===== src/rtl/mem_defs.svh =====
`ifndef MEM_DEFS_SVH
`define MEM_DEFS_SVH

// data and address width
`define MEM_XLEN 32

// one strobe bit per byte lane
`define MEM_MASK_W 4

// word index bits of the shared array, 1024 words
`define SRAM_ADDR_BITS 10

// cycles from address handshake to response valid, must be 1 or more
`define SRAM_LAT 3

`endif

===== src/rtl/mem_pkg.sv =====
`include "mem_defs.svh"

package mem_pkg;

    typedef logic [`MEM_XLEN-1:0] word_t;
    typedef logic [`MEM_MASK_W-1:0] mask_t;

    // axi-lite channel payloads, resp fields left out
    typedef struct packed {
        word_t addr;
    } ar_chan_t;

    typedef struct packed {
        word_t data;
    } r_chan_t;

    typedef struct packed {
        word_t addr;
    } aw_chan_t;

    typedef struct packed {
        word_t data;
        mask_t strb;
    } w_chan_t;

    // load/store client request, byte addressed
    typedef struct packed {
        word_t addr;
        word_t wdata;
        mask_t mask;
    } lsu_req_t;

endpackage


===== src/rtl/mem_ctrl.sv =====
module mem_ctrl (
    input  logic              clk,
    input  logic              rst,

    input  mem_pkg::word_t    fetch_addr,
    input  logic              fetch_en,
    output mem_pkg::word_t    fetch_data,
    output logic              fetch_done,

    input  mem_pkg::lsu_req_t lsu_req,
    input  logic              lsu_r_en,
    input  logic              lsu_w_en,
    output mem_pkg::word_t    lsu_rdata,
    output logic              lsu_done,

    output mem_pkg::ar_chan_t m1_ar,
    output logic              m1_arvalid,
    input  logic              m1_arready,
    input  mem_pkg::r_chan_t  m1_r,
    input  logic              m1_rvalid,
    output logic              m1_rready,

    output mem_pkg::ar_chan_t m2_ar,
    output logic              m2_arvalid,
    input  logic              m2_arready,
    input  mem_pkg::r_chan_t  m2_r,
    input  logic              m2_rvalid,
    output logic              m2_rready,
    output mem_pkg::aw_chan_t m2_aw,
    output logic              m2_awvalid,
    input  logic              m2_awready,
    output mem_pkg::w_chan_t  m2_w,
    output logic              m2_wvalid,
    input  logic              m2_wready,
    input  logic              m2_bvalid,
    output logic              m2_bready
);
    import mem_pkg::*;

    logic  m1_ar_hs;
    logic  m1_r_hs;
    logic  m2_ar_hs;
    logic  m2_r_hs;
    logic  m2_aw_hs;
    logic  m2_w_hs;
    logic  m2_b_hs;
    logic  [1:0] lsu_off;
    word_t lsu_load;
    logic  fetch_busy;
    logic  lsu_busy;

    assign m1_ar_hs = m1_arvalid && m1_arready;
    assign m1_r_hs  = m1_rvalid && m1_rready;
    assign m2_ar_hs = m2_arvalid && m2_arready;
    assign m2_r_hs  = m2_rvalid && m2_rready;
    assign m2_aw_hs = m2_awvalid && m2_awready;
    assign m2_w_hs  = m2_wvalid && m2_wready;
    assign m2_b_hs  = m2_bvalid && m2_bready;

    // fetch port, read only
    always_ff @(posedge clk) begin
        if (fetch_en) begin
            m1_ar.addr <= fetch_addr;
        end
    end

    always_ff @(posedge clk) begin
        if (rst) begin
            m1_arvalid <= 1'b0;
            m1_rready  <= 1'b0;
        end else begin
            if (m1_ar_hs) begin
                m1_arvalid <= 1'b0;
            end else if (fetch_en) begin
                m1_arvalid <= 1'b1;
            end
            if (m1_r_hs) begin
                m1_rready <= 1'b0;
            end else if (m1_ar_hs) begin
                m1_rready <= 1'b1;
            end
        end
    end

    always_ff @(posedge clk) begin
        if (rst) begin
            fetch_data <= '0;
            fetch_done <= 1'b0;
        end else begin
            fetch_done <= m1_r_hs;
            if (m1_r_hs) begin
                fetch_data <= m1_r.data;
            end
        end
    end

    // load/store payloads, word aligned address and lane shifted data
    always_ff @(posedge clk) begin
        if (lsu_r_en) begin
            m2_ar.addr <= {lsu_req.addr[$bits(word_t)-1:2], 2'b00};
            lsu_off    <= lsu_req.addr[1:0];
        end
        if (lsu_w_en) begin
            m2_aw.addr <= {lsu_req.addr[$bits(word_t)-1:2], 2'b00};
            m2_w.data  <= lsu_req.wdata << {lsu_req.addr[1:0], 3'b000};
            // lanes past byte 3 fall off
            m2_w.strb  <= mask_t'(lsu_req.mask << lsu_req.addr[1:0]);
        end
    end

    always_ff @(posedge clk) begin
        if (rst) begin
            m2_arvalid <= 1'b0;
            m2_rready  <= 1'b0;
            m2_awvalid <= 1'b0;
            m2_wvalid  <= 1'b0;
            m2_bready  <= 1'b0;
        end else begin
            if (m2_ar_hs) begin
                m2_arvalid <= 1'b0;
            end else if (lsu_r_en) begin
                m2_arvalid <= 1'b1;
            end
            if (m2_r_hs) begin
                m2_rready <= 1'b0;
            end else if (m2_ar_hs) begin
                m2_rready <= 1'b1;
            end
            if (m2_aw_hs) begin
                m2_awvalid <= 1'b0;
            end else if (lsu_w_en) begin
                m2_awvalid <= 1'b1;
            end
            if (m2_w_hs) begin
                m2_wvalid <= 1'b0;
            end else if (lsu_w_en) begin
                m2_wvalid <= 1'b1;
            end
            if (m2_b_hs) begin
                m2_bready <= 1'b0;
            end else if (m2_aw_hs) begin
                m2_bready <= 1'b1;
            end
        end
    end

    // zero fill from the top
    assign lsu_load = m2_r.data >> {lsu_off, 3'b000};

    always_ff @(posedge clk) begin
        if (rst) begin
            lsu_rdata <= '0;
            lsu_done  <= 1'b0;
        end else begin
            lsu_done <= m2_r_hs || m2_b_hs;
            if (m2_r_hs) begin
                lsu_rdata <= lsu_load;
            end
        end
    end

    // one request in flight per client
    always_ff @(posedge clk) begin
        if (rst) begin
            fetch_busy <= 1'b0;
            lsu_busy   <= 1'b0;
        end else begin
            if (fetch_en) begin
                fetch_busy <= 1'b1;
            end else if (m1_r_hs) begin
                fetch_busy <= 1'b0;
            end
            if (lsu_r_en || lsu_w_en) begin
                lsu_busy <= 1'b1;
            end else if (m2_r_hs || m2_b_hs) begin
                lsu_busy <= 1'b0;
            end
        end
    end

    a_one_outstanding: assert property (@(posedge clk) disable iff (rst)
        !(fetch_en && fetch_busy) && !((lsu_r_en || lsu_w_en) && lsu_busy));

    a_lsu_excl: assert property (@(posedge clk) disable iff (rst)
        !(lsu_r_en && lsu_w_en));

endmodule


===== config.mk =====
export PLATFORM = sky130hd
export DESIGN_NAME = mem_ctrl
export DESIGN_NICKNAME = d
export VERILOG_FILES = /design/src/rtl/mem_pkg.sv /design/src/rtl/mem_ctrl.sv
export VERILOG_INCLUDE_DIRS = /design/src /design/src/rtl
export SDC_FILE = /design/constraint.sdc
export NUM_CORES = 1
export LEC_CHECK = 0
export ABC_CLOCK_PERIOD_IN_PS = 1600
export BUFFER_PORTS_ARGS = -buffer_cell sky130_fd_sc_hd__buf_2
export CELL_PAD_IN_SITES_DETAIL_PLACEMENT = 0
export CELL_PAD_IN_SITES_GLOBAL_PLACEMENT = 1
export CORE_MARGIN = 2
export CORE_UTILIZATION = 34
export CTS_CLUSTER_SIZE = 30
export DETAILED_ROUTE_END_ITERATION = 10
export GPL_TIMING_DRIVEN = 0
export HOLD_SLACK_MARGIN = 0.12
export PLACE_DENSITY = 0.75
export SLEW_MARGIN = 10
export SYNTH_ARGS = -nofsm -noshare
export SYNTH_HDL_FRONTEND = slang
export SYNTH_SLANG_ARGS = --single-unit

===== constraint.sdc =====
create_clock -name clk -period 1.6 [get_ports clk]
set_clock_uncertainty 0.1 [all_clocks]
set_input_delay 0 -clock clk [delete_from_list [all_inputs] [get_ports clk]]
set_output_delay 0 -clock clk [all_outputs]
set_load 0.005 [all_outputs]

==> flow_summary.ini, run 1 <==
[run_status]
outcome = aborted with a tool error
stop_stage = 4_1_cts
tool.error = [ERROR RSZ-0060] Max buffer count reached.

[clocking]
ctsResizeCount = 2
numCtsBuffers = 23
cts-root-buf = clkbuf_16
cts.sinks = 203
cts-root-to-sink-buffers = 3
cts_hold_buf = 230
post_cts_buffers = 0
h-tree-depth = 1

[logic_synthesis]
yosys-top-cells-area = edfxtp_1, dfxtp_1, mux2i_1
yosysWarnings = 0
synth_compound_area_share_pct = 10.6
synthCells = 454
synthAdderAreaFrac_pct = 0
yosys.area_share.simple_pct = 5.66
synth_mux_area_share_pct = 6.08
synth_top_area_share_pct = 55.0
ys_seq_elements = 203
synth_top_family_by_area = compound AO/OA/AOI/OAI gates
synth_area_leader_cell = edfxtp_1
syn_avg_cell_area_sq_um = 15.6
synth.distinct_cells = 24
yosysSeqAreaShare_pct = 75.6
syn_area_sq_um = 7100
synth_xor_area_share_pct = 0

[die]
die_x_microns = 149
rows = 52
ios = 381
start_util_pct = 34.9
die_h_microns = 149

[placed_design]
place.gp.congestion = 0.796
hpwl_microns = 15900
place_area_sq_um = 9350
port_buffers = 376
[Yosys cell counts]
cell	number
edfxtp_1	130
dfxtp_1	73
mux2i_1	42
a22o_1	40
nand2_1	30
nor2_1	23
o21ai_0	18
buf_2	14
a21oi_1	13
a211oi_1	12
nor2b_1	12
and2_1	9
o221ai_1	9
clkbuf_1	8
a221o_1	7
buf_4	6
a21oi_2	1
conb_1	1
mux2_2	1
nand2b_1	1
nand4b_1	1
nand4bb_1	1
nor4_4	1
nor4b_4	1
[per-stage QoR]
step / setup slack (ns) / std cells / utilization, % / TNS, ns / hold WS (ns)
3_5_place_dp: -0.0196 / 1104 / 45.9 / -0.0430 / 0.0787
3_3_place_gp: -0.134 / 1103 / 45.8 / -6.66 / 0.0767
2_1_floorplan: 0.148 / 457 / - / 0 / -0.00113
[logic make-up after synthesis]
| group | after synthesis |
|---|---|
| DFF | 203 |
| AOI/OAI and AO/OA | 100 |
| and+or+nand+nor | 79 |
| muxes | 43 |
| buffers and inverters | 28 |
| other | 1 |
==> inputs of run 2 (changes only) <==
--- a/config.mk
+++ b/config.mk
@@ -8,15 +8,11 @@
 export LEC_CHECK = 0
 export ABC_CLOCK_PERIOD_IN_PS = 1600
 export BUFFER_PORTS_ARGS = -buffer_cell sky130_fd_sc_hd__buf_2
-export CELL_PAD_IN_SITES_DETAIL_PLACEMENT = 0
-export CELL_PAD_IN_SITES_GLOBAL_PLACEMENT = 1
-export CORE_MARGIN = 2
-export CORE_UTILIZATION = 34
-export CTS_CLUSTER_SIZE = 30
+export CORE_AREA = 2 2 149 151
 export DETAILED_ROUTE_END_ITERATION = 10
+export DIE_AREA = 0 0 151 153
 export GPL_TIMING_DRIVEN = 0
-export HOLD_SLACK_MARGIN = 0.12
-export PLACE_DENSITY = 0.75
+export PLACE_DENSITY_LB_ADDON = 0.15
 export SLEW_MARGIN = 10
 export SYNTH_ARGS = -nofsm -noshare
 export SYNTH_HDL_FRONTEND = slang
==> flow_summary.ini, run 2 <==
[logic_synthesis]
synth.distinct_cells = 24
syn_avg_cell_area_sq_um = 15.6
ys_seq_elements = 203
synth_edf_count = 130
yosysSeqAreaShare_pct = 75.6
ys_async_sr_fraction_pct = 0
synth_ff_type = edfxtp_1
yosys-top-cells-area = edfxtp_1, dfxtp_1, mux2i_1
synthCells = 454
synth.most_common_cell = edfxtp_1
syn_area_sq_um = 7100
synth_top_area_share_pct = 55.0
synth_area_leader_cell = edfxtp_1
synthTopCellsByCount = edfxtp_1, dfxtp_1, mux2i_1
yosysWarnings = 0

[timing]
relSlewSlack_pct = 41.9
setup_tns_ns = 0
fin_crit_ns = 1.50
worstMarginPinSlew_ns = 0.871
drv_slew = 0
setup_viol = 0
rsz0062_at_grt = no
fmax_mhz = 669
hold-worst-slack_ns = 0.0553
hold_viol = 0
period_share_pct = 93.5

[global_routing]
grt_pass1_wl_microns = 34000
grt_overflow = 0
antenna_found_initial = 0
grt_usage_pct = 18.9
grt_max_degree = 45
first_global_vias = 6317

[worst_setup_path]
cp_cell_sequence = nand4bb_4, buf_2, nor2_1, a221o_1
arrival_ns = 1.78
worstPathRequired_ns = 1.89
cp_top_family = flip-flops
max_stage_delay_ns = 0.46
end_kind = register
worst_setup_path_start_kind = register
crit_type = register to register
slowest_stage = edfxtp_1
worstPathMaxFanout = 10
cp_num_buf_inv = 1

[die]
die_x_microns = 151
die_h_microns = 153
dieArea_sq_um = 23100
ios = 381
rows = 54
start_util_pct = 33.0
core_sq_um = 21500

[power_and_ir_drop]
leakagePower_nw = 5.34
power_per_cell_area_nw_per_um2 = 1030
ir_worst_vdd_mv = 0.735

[route]
vias = 6073
wl_per_cell_microns = 17.3
drt-total-wl_microns = 23200
vias_per_cell = 4.55
dr.pass1.iters = 4
drc = 0
ant_nets = 0
drtIter0Drc = 168

[placed_design]
port_buffers = 376
place_area_sq_um = 9370
place.gp.congestion = 0.765
hpwl_microns = 15700
dp_cells = 1114

[layout]
diodes = 0
nets = 1219
layout-drive-gt1-share_pct = 42.3
layout_common_cells = buf_2, dlygate4sd3_1, edfxtp_1
largest_reg_flops = 36
syn2layout_area_growth_pct = 67.8
mostFrequentLayoutCell = buf_2
finalNonFillerCells = 1336
regMostFlops = m2_w
fin_util_pct = 55.4
final_cell_area_sq_um = 11900

[clocking]
clkLatencyLatePin_ns = 0.50
cts.sinks = 203
numCtsBuffers = 23
cts_tree = yes
cts-root-buf = clkbuf_16
cts-root-to-sink-buffers = 3
h-tree-depth = 1
clk_pin_slew_ns = 0.06

[run_status]
outcome = finished clean

[flow_run]
max_cap_violations = 0

[hold_path]
hp-class = input pin to register
run 2: cell counts after synthesis:
No cell type changed its count.
run 2: power by group:
part | switching, mW | total, mW | internal (mW)
clock network | 2.05 | 4.78 | 2.73
logic | 0.668 | 1.48 | 0.811
registers | 0.0973 | 6.03 | 5.94
run 2: cells by family after synthesis:
family,Yosys count,synth area share [%]
flip-flops,203,75.6
AO/OA/AOI/OAI,100,10.6
AND/OR/NAND/NOR,79,5.66
multiplexers,43,6.08
buffers and inverters,28,2.04
other,1,0.0528
run 2: timing repair:
action                                 4_1_cts  5_1_grt
hold buffers                               177        1
setup endpoints to repair                   25       40
pin swaps                                    1        1
endpoints found under the hold margin      225        8
resized for setup                            6        8
setup buffers                                2        4
run 2: per-layer routing:
layer,track usage (%),vias up,share of wire [%]
li1,-,2899,-
met1,21.4,2839,39
met2,33.5,275,49
met3,4.99,60,8.3
met4,7.65,0,3.7
met5,0,-,0
run 2: layout make-up:
| class | count | area [sq um] |
|---|---|---|
| Timing Repair Buffer | 561 | 3740 |
| Multi-Input combinational cell | 226 | 1620 |
| Clock buffer | 30 | 622 |
| Tap cell | 280 | 350 |
| Clock inverter | 8 | 48.8 |
| Fill cell | 1805 | 9570 |
| Sequential cell | 203 | 5370 |
| Buffer | 28 | 163 |
run 2: stage by stage:
stage	setup slack [ns]	power, mW
after global placement	-0.139	7.24
final	0.105	12.3
after CTS	0.00426	12.4
after floorplan	0.148	6.48
after global routing	0.0108	12.8
after detailed placement	-0.136	7.25
run 2: final timing paths:
path	startpoint	endpoint	slack, ns	cells past startpoint
worst min register to register	lsu_rdata[23]$_SDFFE_PP0P_	lsu_rdata[23]$_SDFFE_PP0P_	0.35	2
worst max register to register	lsu_off[1]$_DFFE_PP_	lsu_rdata[12]$_SDFFE_PP0P_	0.10	4
worst min-delay path	lsu_r_en	m2_ar[14]$_DFFE_PP_	0.06	1
worst max-delay path	lsu_off[1]$_DFFE_PP_	lsu_rdata[12]$_SDFFE_PP0P_	0.10	4
run 2: worst register-to-register path, stage by stage, from the launching register on:
cell and delay (ns):
edfxtp_1 0.46, nand4bb_4 0.23, buf_2 0.24, nor2_1 0.08
a221o_1 0.26
No activity file was read; power rests on OpenSTA's default activity.
